### config.mk
export PLATFORM = sky130hd
export DESIGN_NAME = mlsu_top
export DESIGN_NICKNAME = d
export VERILOG_FILES = /design/src/verilog/mlsu_pkg.sv /design/src/verilog/mlsu_top.sv /design/src/verilog/mlsu_seq_load.sv /design/src/verilog/mlsu_rbeat_queue.sv /design/src/verilog/mlsu_req_split.sv
export SDC_FILE = /design/constraint.sdc
export NUM_CORES = 1
export LEC_CHECK = 0
export BUFFER_PORTS_ARGS = -buffer_cell sky130_fd_sc_hd__buf_2
export CAP_MARGIN = 0
export CORE_MARGIN = 1.5
export CORE_UTILIZATION = 52
export CTS_CLUSTER_SIZE = 25
export DETAILED_ROUTE_END_ITERATION = 12
export HOLD_SLACK_MARGIN = 0.1
export PLACE_DENSITY = 0.71
export SLEW_MARGIN = 10
export SYNTH_ARGS = -nofsm -noshare
export SYNTH_HDL_FRONTEND = slang
export SYNTH_SLANG_ARGS = --single-unit
### constraint.sdc
create_clock -name clk_i -period 7.2 [get_ports clk_i]
set_input_delay 0.36 -clock clk_i [delete_from_list [all_inputs] [get_ports clk_i]]
set_output_delay 0.36 -clock clk_i [all_outputs]
set_load 0.01 [all_outputs]
### src/verilog/mlsu_pkg.sv
// ======================================
// Matrix load sequencer shared definitions
// Bus and lane sizes, channel structs and FSM state enums
// ======================================

`default_nettype none

package mlsu_pkg;

  // ======================================
  // Sizes
  // ======================================

  // Nibbles carried by one 64-bit R beat
  localparam int unsigned BUS_NB    = 16;
  localparam int unsigned BUS_NB_W  = 4;

  // One lane entry holds 128 bits
  localparam int unsigned LANE_NB   = 32;
  localparam int unsigned LANE_NB_W = 5;

  // Nibble address and request length
  localparam int unsigned ADDR_W    = 32;
  localparam int unsigned LEN_W     = 9;

  // ======================================
  // Channel payloads
  // ======================================

  // Load request, len is nonzero and at most 256
  typedef struct packed {
    logic [ADDR_W-1:0] addr;
    logic [LEN_W-1:0]  len;
  } load_req_t;

  // Read address, byte address aligned to the beat
  typedef struct packed {
    logic [ADDR_W-1:0] addr;
    logic [3:0]        len;
  } axi_ar_t;

  typedef struct packed {
    logic [BUS_NB*4-1:0] data;
    logic                last;
  } axi_r_t;

  // Per-beat descriptor from the splitter to the packer
  typedef struct packed {
    logic                is_head;
    logic [3:0]          rmn_beat;
    logic [BUS_NB_W-1:0] offset;
    logic [BUS_NB_W:0]   lb_n;
  } txn_ctrl_t;

  // Lane entry with its nibble enable mask
  typedef struct packed {
    logic [LANE_NB*4-1:0] nb;
    logic [LANE_NB-1:0]   en;
  } seq_buf_t;

  typedef enum logic [1:0] {
    SPL_IDLE,
    SPL_AR,
    SPL_DESC
  } split_state_e;

  typedef enum logic {
    SEQ_IDLE,
    SEQ_SERIAL
  } seq_state_e;

endpackage

`default_nettype wire
### src/verilog/mlsu_top.sv
// ======================================
// Matrix load sequencer top level
// Splitter, R beat queue and sequential packer
// ======================================

`timescale 1ns/1ps
`default_nettype none

module mlsu_top #(
  parameter int unsigned RQueueDepth = 4
) (
  input  logic                  clk_i,
  input  logic                  rst_ni,

  // Load request
  input  logic                  req_valid_i,
  output logic                  req_ready_o,
  input  mlsu_pkg::load_req_t   req_i,

  // AXI read address and data
  output logic                  ar_valid_o,
  input  logic                  ar_ready_i,
  output mlsu_pkg::axi_ar_t     ar_o,
  input  logic                  r_valid_i,
  output logic                  r_ready_o,
  input  mlsu_pkg::axi_r_t      r_i,

  // Packed lane entries
  output logic                  out_valid_o,
  input  logic                  out_ready_i,
  output mlsu_pkg::seq_buf_t    out_o
);

  logic                txn_valid, txn_ready;
  mlsu_pkg::txn_ctrl_t txn_ctrl;
  logic                beat_valid, beat_ready;
  mlsu_pkg::axi_r_t    beat;

  mlsu_req_split i_split (
    .clk_i        (clk_i),
    .rst_ni       (rst_ni),
    .req_valid_i  (req_valid_i),
    .req_ready_o  (req_ready_o),
    .req_i        (req_i),
    .ar_valid_o   (ar_valid_o),
    .ar_ready_i   (ar_ready_i),
    .ar_o         (ar_o),
    .txn_valid_o  (txn_valid),
    .txn_ready_i  (txn_ready),
    .txn_ctrl_o   (txn_ctrl)
  );

  mlsu_rbeat_queue #(
    .Depth (RQueueDepth)
  ) i_rqueue (
    .clk_i        (clk_i),
    .rst_ni       (rst_ni),
    .push_valid_i (r_valid_i),
    .push_ready_o (r_ready_o),
    .push_i       (r_i),
    .pop_valid_o  (beat_valid),
    .pop_ready_i  (beat_ready),
    .pop_o        (beat)
  );

  mlsu_seq_load i_seq (
    .clk_i        (clk_i),
    .rst_ni       (rst_ni),
    .txn_valid_i  (txn_valid),
    .txn_ready_o  (txn_ready),
    .txn_ctrl_i   (txn_ctrl),
    .beat_valid_i (beat_valid),
    .beat_ready_o (beat_ready),
    .beat_i       (beat),
    .out_valid_o  (out_valid_o),
    .out_ready_i  (out_ready_i),
    .out_o        (out_o)
  );

endmodule

`default_nettype wire

### src/verilog/mlsu_seq_load.sv
// ======================================
// Sequential packer
// Trims R beats to the request window and packs nibbles into a
// two-entry ping-pong lane buffer
// ======================================

`timescale 1ns/1ps
`default_nettype none

module mlsu_seq_load (
  input  logic                  clk_i,
  input  logic                  rst_ni,

  input  logic                  txn_valid_i,
  output logic                  txn_ready_o,
  input  mlsu_pkg::txn_ctrl_t   txn_ctrl_i,

  input  logic                  beat_valid_i,
  output logic                  beat_ready_o,
  input  mlsu_pkg::axi_r_t      beat_i,

  output logic                  out_valid_o,
  input  logic                  out_ready_i,
  output mlsu_pkg::seq_buf_t    out_o
);

  localparam int unsigned BusW   = mlsu_pkg::BUS_NB_W;
  localparam int unsigned LaneW  = mlsu_pkg::LANE_NB_W;
  localparam int unsigned LaneNb = mlsu_pkg::LANE_NB;
  localparam int unsigned HiW    = BusW + 1;
  localparam int unsigned CntW   = LaneW + 1;

  mlsu_pkg::seq_state_e state_q, state_d;

  // Ping-pong entries
  mlsu_pkg::seq_buf_t lane_buf_q [2];
  mlsu_pkg::seq_buf_t lane_buf_d [2];

  // Pointer bit 1 is the wrap flag, bit 0 the entry index
  logic [1:0]       enq_ptr_q, deq_ptr_q;
  logic             enq_idx, deq_idx;
  logic             buf_full, buf_empty;
  logic             enq, deq;

  // Nibbles already taken from a split beat
  logic [BusW-1:0]  bus_cnt_q, bus_cnt_d;
  // Next free nibble in the current entry
  logic [LaneW-1:0] lane_ptr_q, lane_ptr_d;

  logic [BusW-1:0]  lo_nb;
  logic [HiW-1:0]   hi_nb;
  logic [CntW-1:0]  bus_avail;
  logic [CntW-1:0]  lane_free;
  logic [CntW-1:0]  n_cmt;
  logic [BusW-1:0]  start;
  logic             final_beat;
  logic             do_cmt;
  logic             consume;

  // ======================================
  // Lane buffer status
  // ======================================

  assign enq_idx   = enq_ptr_q[0];
  assign deq_idx   = deq_ptr_q[0];
  assign buf_empty = (enq_ptr_q == deq_ptr_q);
  assign buf_full  = (enq_idx == deq_idx) && (enq_ptr_q[1] != deq_ptr_q[1]);

  assign out_valid_o = !buf_empty;
  assign out_o       = lane_buf_q[deq_idx];
  assign deq         = out_valid_o && out_ready_i;

  // Descriptor and beat leave together
  assign txn_ready_o  = consume;
  assign beat_ready_o = consume;

  assign final_beat = (txn_ctrl_i.rmn_beat == '0);

  // ======================================
  // Packing
  // ======================================

  always_comb begin
    int idx;
    state_d    = state_q;
    bus_cnt_d  = bus_cnt_q;
    lane_ptr_d = lane_ptr_q;
    lane_buf_d = lane_buf_q;
    enq        = 1'b0;
    consume    = 1'b0;
    do_cmt     = 1'b0;
    lo_nb      = '0;
    hi_nb      = '0;
    bus_avail  = '0;
    lane_free  = '0;
    n_cmt      = '0;
    start      = '0;
    idx        = 0;

    unique case (state_q)
      mlsu_pkg::SEQ_IDLE: begin
        if (txn_valid_i) begin
          state_d = mlsu_pkg::SEQ_SERIAL;
        end
      end
      mlsu_pkg::SEQ_SERIAL: begin
        do_cmt = txn_valid_i && beat_valid_i && !buf_full;
        if (do_cmt) begin
          // Window of request nibbles in this beat
          lo_nb     = txn_ctrl_i.is_head ? txn_ctrl_i.offset : '0;
          hi_nb     = final_beat ? txn_ctrl_i.lb_n : HiW'(mlsu_pkg::BUS_NB);
          bus_avail = CntW'(hi_nb) - CntW'(lo_nb) - CntW'(bus_cnt_q);
          lane_free = CntW'(LaneNb) - CntW'(lane_ptr_q);
          start     = lo_nb + bus_cnt_q;

          if (bus_avail > lane_free) begin
            // Fill and close the entry, keep the beat for next cycle
            n_cmt      = lane_free;
            bus_cnt_d  = bus_cnt_q + BusW'(lane_free);
            lane_ptr_d = '0;
            enq        = 1'b1;
          end else begin
            n_cmt      = bus_avail;
            bus_cnt_d  = '0;
            lane_ptr_d = lane_ptr_q + LaneW'(bus_avail);
            consume    = 1'b1;
            // Entry just filled up, or the request ends here
            if ((bus_avail == lane_free) || final_beat) begin
              enq        = 1'b1;
              lane_ptr_d = '0;
            end
            if (final_beat) begin
              state_d = mlsu_pkg::SEQ_IDLE;
            end
          end

          for (int i = 0; i < LaneNb; i++) begin
            if ((i >= int'(lane_ptr_q)) && (i < int'(lane_ptr_q) + int'(n_cmt))) begin
              idx = i - int'(lane_ptr_q) + int'(start);
              lane_buf_d[enq_idx].nb[i*4 +: 4] = beat_i.data[idx*4 +: 4];
              lane_buf_d[enq_idx].en[i]        = 1'b1;
            end
          end
        end
      end
      default: begin
        state_d = mlsu_pkg::SEQ_IDLE;
      end
    endcase

    // A dequeued entry starts empty for its next fill
    if (deq) begin
      lane_buf_d[deq_idx] = '0;
    end
  end

  always_ff @(posedge clk_i or negedge rst_ni) begin
    if (!rst_ni) begin
      state_q       <= mlsu_pkg::SEQ_IDLE;
      bus_cnt_q     <= '0;
      lane_ptr_q    <= '0;
      enq_ptr_q     <= '0;
      deq_ptr_q     <= '0;
      lane_buf_q[0] <= '0;
      lane_buf_q[1] <= '0;
    end else begin
      state_q    <= state_d;
      bus_cnt_q  <= bus_cnt_d;
      lane_ptr_q <= lane_ptr_d;
      enq_ptr_q  <= enq_ptr_q + {1'b0, enq};
      deq_ptr_q  <= deq_ptr_q + {1'b0, deq};
      lane_buf_q <= lane_buf_d;
    end
  end

endmodule

`default_nettype wire

### src/verilog/mlsu_rbeat_queue.sv
// ======================================
// Read-beat queue
// Circular FIFO for R beats with wrap-flag pointers
// ======================================

`timescale 1ns/1ps
`default_nettype none

module mlsu_rbeat_queue #(
  parameter int unsigned Depth = 4
) (
  input  logic              clk_i,
  input  logic              rst_ni,

  input  logic              push_valid_i,
  output logic              push_ready_o,
  input  mlsu_pkg::axi_r_t  push_i,

  output logic              pop_valid_o,
  input  logic              pop_ready_i,
  output mlsu_pkg::axi_r_t  pop_o
);

  localparam int unsigned PtrW = (Depth > 1) ? $clog2(Depth) : 1;

  typedef struct packed {
    logic            flag;
    logic [PtrW-1:0] idx;
  } ptr_t;

  mlsu_pkg::axi_r_t mem_q [Depth];
  ptr_t             wr_ptr_q, rd_ptr_q;
  logic             push, pop;

  // Step a pointer, toggling the flag on wrap
  function automatic ptr_t ptr_inc(input ptr_t p);
    ptr_t r;
    r = p;
    if (p.idx == PtrW'(Depth - 1)) begin
      r.idx  = '0;
      r.flag = ~p.flag;
    end else begin
      r.idx = p.idx + 1'b1;
    end
    return r;
  endfunction

  // Same index with different flags means full
  assign push_ready_o = !((wr_ptr_q.idx == rd_ptr_q.idx) && (wr_ptr_q.flag != rd_ptr_q.flag));
  assign pop_valid_o  = (wr_ptr_q != rd_ptr_q);
  assign pop_o        = mem_q[rd_ptr_q.idx];

  assign push = push_valid_i && push_ready_o;
  assign pop  = pop_valid_o && pop_ready_i;

  always_ff @(posedge clk_i or negedge rst_ni) begin
    if (!rst_ni) begin
      wr_ptr_q <= '0;
      rd_ptr_q <= '0;
    end else begin
      if (push) wr_ptr_q <= ptr_inc(wr_ptr_q);
      if (pop)  rd_ptr_q <= ptr_inc(rd_ptr_q);
    end
  end

  always_ff @(posedge clk_i) begin
    if (push) begin
      mem_q[wr_ptr_q.idx] <= push_i;
    end
  end

endmodule

`default_nettype wire

### src/verilog/mlsu_req_split.sv
// ======================================
// Request splitter
// Turns one load request into an AR burst and per-beat descriptors
// ======================================

`timescale 1ns/1ps
`default_nettype none

module mlsu_req_split (
  input  logic                  clk_i,
  input  logic                  rst_ni,

  input  logic                  req_valid_i,
  output logic                  req_ready_o,
  input  mlsu_pkg::load_req_t   req_i,

  output logic                  ar_valid_o,
  input  logic                  ar_ready_i,
  output mlsu_pkg::axi_ar_t     ar_o,

  output logic                  txn_valid_o,
  input  logic                  txn_ready_i,
  output mlsu_pkg::txn_ctrl_t   txn_ctrl_o
);

  localparam int unsigned BusW  = mlsu_pkg::BUS_NB_W;
  localparam int unsigned SpanW = mlsu_pkg::LEN_W + 1;
  localparam int unsigned LbW   = mlsu_pkg::BUS_NB_W + 1;

  mlsu_pkg::split_state_e state_q, state_d;
  mlsu_pkg::load_req_t    req_q;
  logic [3:0]             rmn_q, rmn_d;
  logic                   head_q, head_d;

  logic [BusW-1:0]        offset;
  logic [SpanW-1:0]       span;
  logic [SpanW-1:0]       span_m1;
  logic [3:0]             beats_m1;
  logic [LbW-1:0]         lb_n;

  // ======================================
  // Burst geometry
  // ======================================

  assign offset  = req_q.addr[BusW-1:0];
  // Nibbles from the aligned beat start to the request end
  assign span    = SpanW'(offset) + SpanW'(req_q.len);
  assign span_m1 = span - 1'b1;
  // Offset plus len must fit in 16 beats
  assign beats_m1 = span_m1[BusW +: 4];
  assign lb_n     = (span[BusW-1:0] == '0) ? LbW'(mlsu_pkg::BUS_NB) : {1'b0, span[BusW-1:0]};

  // Nibble address to beat-aligned byte address
  assign ar_o.addr = {1'b0, req_q.addr[mlsu_pkg::ADDR_W-1:BusW], {(BusW-1){1'b0}}};
  assign ar_o.len  = beats_m1;

  assign txn_ctrl_o.is_head  = head_q;
  assign txn_ctrl_o.rmn_beat = rmn_q;
  assign txn_ctrl_o.offset   = offset;
  assign txn_ctrl_o.lb_n     = lb_n;

  // ======================================
  // FSM
  // ======================================

  always_comb begin
    state_d     = state_q;
    rmn_d       = rmn_q;
    head_d      = head_q;
    req_ready_o = 1'b0;
    ar_valid_o  = 1'b0;
    txn_valid_o = 1'b0;

    unique case (state_q)
      mlsu_pkg::SPL_IDLE: begin
        req_ready_o = 1'b1;
        if (req_valid_i) begin
          state_d = mlsu_pkg::SPL_AR;
        end
      end
      mlsu_pkg::SPL_AR: begin
        ar_valid_o = 1'b1;
        if (ar_ready_i) begin
          state_d = mlsu_pkg::SPL_DESC;
          rmn_d   = beats_m1;
          head_d  = 1'b1;
        end
      end
      mlsu_pkg::SPL_DESC: begin
        txn_valid_o = 1'b1;
        if (txn_ready_i) begin
          head_d = 1'b0;
          if (rmn_q == '0) begin
            state_d = mlsu_pkg::SPL_IDLE;
          end else begin
            rmn_d = rmn_q - 1'b1;
          end
        end
      end
      default: begin
        state_d = mlsu_pkg::SPL_IDLE;
      end
    endcase
  end

  always_ff @(posedge clk_i or negedge rst_ni) begin
    if (!rst_ni) begin
      state_q <= mlsu_pkg::SPL_IDLE;
      rmn_q   <= '0;
      head_q  <= 1'b0;
    end else begin
      state_q <= state_d;
      rmn_q   <= rmn_d;
      head_q  <= head_d;
    end
  end

  // Request latch
  always_ff @(posedge clk_i) begin
    if (req_valid_i && req_ready_o) begin
      req_q <= req_i;
    end
  end

endmodule

`default_nettype wire

==> results of run 1 <==
==> area by class of cell <==
cell class              count  area, um2
repair buffers            486       3227
diodes                      2      5.005
clock buffers              92       1938
flip-flops and latches    643      17580
multi-input cells        2155      17230
fillers                  5398      26660
inverters                  83      311.5
well taps                 882       1104
clock inverters            37      407.9
==> sequential cells by signal, summed over array words and instances, names as in the netlist <==
register / flops
i_rqueue.mem_q: 256
i_rqueue.rd_ptr_q: 3
i_rqueue.wr_ptr_q: 3
i_seq.bus_cnt_q: 4
i_seq.deq_ptr_q: 2
i_seq.enq_ptr_q: 2
i_seq.lane_buf_q: 320
i_seq.lane_ptr_q: 5
i_seq.state_q: 1
i_split.ar_o: 28
i_split.head_q: 1
i_split.req_q: 8
i_split.rmn_q: 4
i_split.state_q: 2
i_split.txn_ctrl_o: 4
==> through the flow <==
stage | worst slack (ns) | util, % | cells | instance area [um2]
floorplan | 0.5631 | - | 3073 | 35930
CTS | 0.07027 | 60.86 | 4374 | 41670
global route | -0.05427 | 61.06 | 4380 | 41800
detailed placement | 0.1012 | 55.88 | 4139 | 38260
finish | 0.2508 | 61.06 | 4380 | 41800
global placement | 0.2846 | 55.88 | 4139 | 38260
==> placed cells by master (no fill, tap or decap), types with 25 or more instances in the layout <==
| master | netlist | routed |
|---|---|---|
| nand2_1 | 507 | 505 |
| dfrtp_1 | 347 | 344 |
| buf_2 | 33 | 304 |
| edfxtp_1 | 296 | 296 |
| mux2i_1 | 203 | 203 |
| mux2_2 | 158 | 158 |
| mux4_2 | 126 | 126 |
| dlygate4sd3_1 | 0 | 106 |
| a21oi_1 | 106 | 105 |
| ha_1 | 103 | 103 |
| a22oi_1 | 99 | 99 |
| nand3_1 | 95 | 94 |
| nor2_1 | 95 | 91 |
| inv_1 | 82 | 82 |
| o21ai_0 | 75 | 75 |
| clkbuf_16 | 0 | 73 |
| buf_4 | 36 | 69 |
| xnor2_1 | 57 | 53 |
| o21a_1 | 49 | 49 |
| nor3_1 | 32 | 32 |
| xor2_1 | 29 | 29 |
| o22ai_1 | 26 | 26 |
| a21o_1 | 25 | 25 |
==> worst paths after layout <==
kind	start	end	depth (start not counted)
max in group asynchronous	rst_ni	i_rqueue.rd_ptr_q[0]$_DFFE_PN0P_	3
worst max-delay path	i_split.txn_ctrl_o[5]$_DFFE_PP_	i_seq.lane_buf_q[280]$_DFF_PN0_	26
worst max register to register	i_split.txn_ctrl_o[5]$_DFFE_PP_	i_seq.lane_buf_q[280]$_DFF_PN0_	26
min in group asynchronous	rst_ni	i_seq.lane_buf_q[91]$_DFF_PN0_	2
worst min-delay path	r_valid_i	i_rqueue.wr_ptr_q[0]$_DFFE_PN0P_	3
worst min register to register	i_seq.lane_buf_q[1]$_DFF_PN0_	i_seq.lane_buf_q[1]$_DFF_PN0_	1
==> kinds of logic after synthesis <==
| family | synth area share, % |
|---|---|
| XOR/XNOR | 2.097 |
| adder cells (fa/ha/maj) | 4.313 |
| AO/OA/AOI/OAI | 11.72 |
| other | 0.01044 |
| AND/OR/NAND/NOR | 10.95 |
| buffers and inverters | 3.449 |
| flip-flops | 48.92 |
| multiplexers | 18.54 |
==> worst min-delay path, delay by kind of cell <==
kind                   cells  cell delay (ns)
and+or+nand+nor            1             0.19
buffers and inverters      1             0.11
AOI/OAI and AO/OA          1             0.09
==> per-layer routing <==
| metal | vias up | global-route usage (%) | part of all wire [%] |
|---|---|---|---|
| met4 | 4 | 11.18 | 3.6 |
| met3 | 198 | 5.185 | 6.9 |
| met5 | - | 0 | 0.019 |
| met1 | 13758 | 42.66 | 41 |
| li1 | 12122 | - | - |
| met2 | 1163 | 51.87 | 48 |
==> what timing repair did <==
item	CTS	global route
setup endpoints to repair	0	307
resized for setup	0	15
endpoints found under the hold margin	405	0
hold buffers	106	0
setup buffers	0	4
==> qor.csv, run 1 <==
stage,metric,value,unit
run_status,status,"finished, final reports clean",
clock_network,clk_pin_slew,0.06,ns
timing,setup_viol,0,
grt,first_global_vias,27219,
place,numPortBuffers,305,
clock_network,cts_buffer_depth,3,
die,io_pins,312,
clock_network,cts_tree,yes,
logic_synthesis,synth_edf_count,296,
die,fp.dieArea,0.07066,mm2
cells_and_area,area_growth,16.39,%
grt,gr-total-overflow,0,
clock_network,cts_buffers,71,
critical_path,ff2ff_setup_slack,0.25,ns
clock_network,root_buffer,clkbuf_16,
clock_network,cts.sinks,643,
timing,hold_viol_final,0,
drt,initialDrtViolationCount,2990,
drt,vias,27245,
logic_synthesis,synth_top_area_cell,edfxtp_1,
drt,wirelength,112500,um
logic_synthesis,ys_ff_latch,643,
grt,antenna_found_initial,5,
place,post-dp-hpwl,80080,um
critical_path,worstPathMaxFanout,17,
timing,maxSlewViolCount,0,
critical_path,crit_buf_inv,4,
critical_path,arrival,7.49,ns
critical_path,worst_path_max_delay_cell,fa_1,
place,place.gp.congestion,0.9765,
critical_path,endpoint_kind,flip-flop,
timing,clock_skew,0.03083,ns
timing,min_period,6.949,ns
timing,worst_pin_slew,1.297,ns
logic_synthesis,ys_top_cells_by_area,"edfxtp_1 (25%), dfrtp_1 (24%), mux4_2 (7.9%)",
die,core_area,0.06847,mm2
die,row_count,96,
logic_synthesis,netlist-cell-type-count,86,
logic_synthesis,syn_area_per_cell,11.70,um2
drt,routedWlPerCell,25.68,um
drt,ant_nets,0,
min_path,min_path_type,in -> reg,
logic_synthesis,synth_async_sr_flop_share,53.97,%
logic_synthesis,synth_seq_area_share,48.92,%
job,max-cap-violations,0,
logic_synthesis,synth_most_common_cell,nand2_1,
timing,relSlewSlack,13.20,%
grt,grt_usage,31.62,%
cells_and_area,drive_above_1_share,24.51,%
grt,grt_start_max_net_pins,171,
drt,drt_pre_antenna_iters,7,
timing,rsz0062_at_grt,true,
timing,finalSetupTns,0,ns
logic_synthesis,syn_area,0.03592,mm2
logic_synthesis,synth.top_cell.area_share,24.75,%
critical_path,max_stage_delay,0.47,ns
die,die_y,265.8,um
timing,fmax,143.9,MHz
cells_and_area,fin_nets,3668,
logic_synthesis,synthFlopType,dfrtp_1,
drt,vias_per_cell,6.220,
critical_path,required,7.74,ns
timing,timing.hold.ws,0.1979,ns
logic_synthesis,synth_warnings,0,
die,start_util,52.46,%
timing,min_period_over_period,96.52,%
critical_path,start_kind,flip-flop,
critical_path,cp_top_family,adder cells,
clock_network,h-tree-depth,3,
die,dieWidth,265.8,um
critical_path,crit_type,reg -> reg,
clock_network,clkLatencyLatePin,0.63,ns
logic_synthesis,netlist_top_cells_count,"nand2_1 (507), dfrtp_1 (347), edfxtp_1 (296)",
logic_synthesis,synthCells,3070,
drt,drc,0,
grt,grt_pass1_wl,168200,um
Power of run 1 is not shown: default switching activity piles up to over one toggle a cycle in this logic, so the estimate is an artifact.
==> inputs of run 2 (changes only) <==
--- a/config.mk
+++ b/config.mk
@@ -18,2 +18,3 @@
 export SYNTH_HDL_FRONTEND = slang
+export SYNTH_HIERARCHICAL = 1
 export SYNTH_SLANG_ARGS = --single-unit
--- a/constraint.sdc
+++ b/constraint.sdc
@@ -3,2 +3,2 @@
 set_output_delay 0.36 -clock clk_i [all_outputs]
-set_load 0.01 [all_outputs]
+set_load 0.005 [all_outputs]
==> run 2 against run 1 <==
  * Register-to-register slack improved by 0.05 ns
  * First-iteration DRC count shrank 13%
  * Clock skew down 0.0011 ns
  * Synthesized cell count rose by 0.36%
  * Die area grew 1.2%
  * Sequential share of layout area is 0.56 points lower
  * Routed wire length down 0.90%
  * Core utilization is 0.39 points higher
  * Via count fell by 0.95%
  * Cell area increased by 1.3%
  * Global-route usage down 0.66 points
  * Critical path type unchanged
==> qor.csv, run 2 <==
stage,metric,value,unit
critical_path,worst_path_max_delay_cell,or3_1,
critical_path,crit_type,reg -> reg,
grt,antenna_found_initial,0,
clock_network,cts_tree,yes,
drt,ant_nets,0,
clock_network,cts.sinks,643,
min_path,worstHoldEndpoint,i_split/head_q$_DFFE_PN0P_,
grt,grt_usage,30.95,%
job,max-cap-violations,0,
timing,rsz0062_at_grt,true,
timing,fmax,144.9,MHz
die,die_y,267.4,um
critical_path,r2r.worst_path.cells,24,
cells_and_area,largest_register_ffs,320,
place,placedCellCount,4214,
critical_path,crit_top_cell,ha_1,
timing,min_period,6.901,ns
clock_network,cts_buffers,70,
drt,drt_pre_antenna_iters,9,
critical_path,start_kind,flip-flop,
cells_and_area,layout.cells.non_filler,4454,
grt,first_global_vias,26735,
clock_network,clkLatencyLatePin,0.63,ns
die,io_pins,312,
drt,drc,0,
cells_and_area,fin_nets,3698,
critical_path,max_stage_delay,0.46,ns
die,fp.dieArea,0.07152,mm2
cells_and_area,regMostFlops,i_seq/lane_buf_q,
cells_and_area,layout_common_cells,"nand2_1 (401), dfrtp_1 (344), buf_2 (304)",
critical_path,reg2reg_from,i_split/txn_ctrl_o[5]$_DFFE_PP_,
critical_path,ff2ff_setup_slack,0.30,ns
timing,worst_pin_slew,1.236,ns
clock_network,h-tree-depth,3,
die,start_util,52.74,%
logic_synthesis,synthCells,3081,
grt,grt_start_max_net_pins,168,
timing,setup_viol,0,
critical_path,reg2reg_to,i_seq/lane_buf_q[59]$_DFF_PN0_,
min_path,min_path_type,in -> reg,
cells_and_area,final_common_cell,nand2_1,
critical_path,endpoint_kind,flip-flop,
grt,gr-total-overflow,0,
timing,clock_skew,0.02970,ns
logic_synthesis,syn_area,0.03636,mm2
critical_path,crit_chain,"ha_1, inv_1, fa_1, xnor2_1, and2_1, fa_1, ha_1, a21o_1, a41o_2, xor2_4, ha_1, nand4_1, a21oi_2, o22a_2, mux2_2, ha_1, a21o_1, a31oi_1, nand2_1, or3_1, a31o_2, buf_4, o311a_1, mux2i_1",
place,dpl-instance-area,0.03889,mm2
drt,routedWlPerCell,25.03,um
cells_and_area,diodes,0,
timing,maxSlewViolCount,0,
clock_network,root_buffer,clkbuf_16,
drt,wirelength,111500,um
logic_synthesis,syn_area_per_cell,11.80,um2
place,place.gp.congestion,1.009,
drt,vias_per_cell,6.059,
clock_network,clk_pin_slew,0.06,ns
place,numPortBuffers,305,
clock_network,cts_buffer_depth,3,
min_path,hold_depth,5,
die,row_count,96,
critical_path,crit_buf_inv,2,
run_status,status,"finished, final reports clean",
cells_and_area,postLayoutCellArea,0.04237,mm2
drt,initialDrtViolationCount,2602,
die,dieWidth,267.4,um
drt,vias,26985,
cells_and_area,area_growth,16.51,%
grt,grt_pass1_wl,166000,um
place,post-dp-hpwl,79430,um
timing,relSlewSlack,17.32,%
die,core_area,0.06895,mm2
critical_path,cp_top_family,compound AO/OA/AOI/OAI gates,
timing,min_period_over_period,95.85,%
critical_path,worstPathMaxFanout,14,
critical_path,arrival,7.38,ns
timing,hold_viol_final,0,
logic_synthesis,synth_warnings,6,
cells_and_area,drive_above_1_share,26.65,%
critical_path,required,7.68,ns
min_path,worstHoldStart,ar_ready_i,
## run 2: changes by cell type in the layout (fill, tap and decap cells not counted), moves of 18 or more
| cell | previous run | this run |
|---|---|---|
| mux2_2 | 158 | 209 |
| o22ai_1 | 26 | 6 |
| o21ai_0 | 75 | 124 |
| a22oi_1 | 99 | 2 |
| buf_4 | 69 | 90 |
| nor2_1 | 91 | 131 |
| nand2_1 | 505 | 401 |
| a221oi_1 | 19 | 0 |
| a22o_1 | 24 | 3 |
| a21oi_1 | 105 | 162 |
| mux2i_1 | 203 | 259 |
| nand2b_1 | 18 | 36 |
## run 2: repair_timing
item | CTS | global route
resized for setup | 0 | 15
buffers inserted | 0 | 8
hold buffers | 108 | 0
setup endpoints to repair | 0 | 314
hold endpoints to repair | 390 | 0
## run 2: worst max-delay path by stage
stage                                            endpoint  depth (start not counted)  slack [ns]                       startpoint
after floorplan           i_seq/lane_buf_q[167]$_DFF_PN0_                         27        0.61  i_split/txn_ctrl_o[5]$_DFFE_PP_
after global placement     i_seq/lane_buf_q[99]$_DFF_PN0_                         25        0.09  i_split/txn_ctrl_o[5]$_DFFE_PP_
after detailed placement   i_seq/lane_buf_q[99]$_DFF_PN0_                         25        0.04  i_split/txn_ctrl_o[5]$_DFFE_PP_
after CTS                  i_seq/lane_buf_q[99]$_DFF_PN0_                         25        0.02  i_split/txn_ctrl_o[5]$_DFFE_PP_
after global routing       i_seq/lane_buf_q[59]$_DFF_PN0_                         27       -0.04  i_split/txn_ctrl_o[5]$_DFFE_PP_
final                      i_seq/lane_buf_q[59]$_DFF_PN0_                         24        0.30  i_split/txn_ctrl_o[5]$_DFFE_PP_
## run 2: area by class of cell
type / count / area [um2]
fill: 5514 / 26580
sequential: 643 / 17580
multi-input combinational: 2148 / 17560
timing repair buffer: 510 / 3433
clock buffer: 92 / 1936
tap: 931 / 1165
inverter: 99 / 371.6
clock inverter: 31 / 316.6
## run 2: worst reg2reg max path: stages, from the launching register on
cell,delay (ns)
edfxtp_1,0.36
ha_1,0.21
inv_1,0.07
fa_1,0.41
xnor2_1,0.25
and2_1,0.18
fa_1,0.41
ha_1,0.36
a21o_1,0.17
a41o_2,0.28
xor2_4,0.19
ha_1,0.32
nand4_1,0.19
a21oi_2,0.20
o22a_2,0.24
mux2_2,0.38
ha_1,0.30
a21o_1,0.16
a31oi_1,0.31
nand2_1,0.19
or3_1,0.46
a31o_2,0.27
buf_4,0.22
o311a_1,0.47
mux2i_1,0.16
## run 2: layer usage
layer  wire length (um)  up-vias  global-route usage, %
met4               4600        0                  11.97
li1                   -    12066                      -
met3               7237      218                  5.434
met5                  0        -                      0
met1              46370    13624                  42.00
met2              53280     1077                  49.73
## run 2: through the flow
| stage | hold WS [ns] | utilization (%) | TNS [ns] | setup slack, ns |
|---|---|---|---|---|
| 2_1_floorplan | 0.06441 | - | 0 | 0.6100 |
| 3_3_place_gp | 0.4108 | 56.41 | 0 | 0.08664 |
| 3_5_place_dp | 0.4281 | 56.41 | 0 | 0.04373 |
| 4_1_cts | 0.1281 | 61.24 | 0 | 0.01840 |
| 5_1_grt | 0.2063 | 61.45 | -0.2420 | -0.04149 |
| 6_report | 0.1626 | 61.45 | 0 | 0.2988 |
Power of run 2 is left out for the same reason.
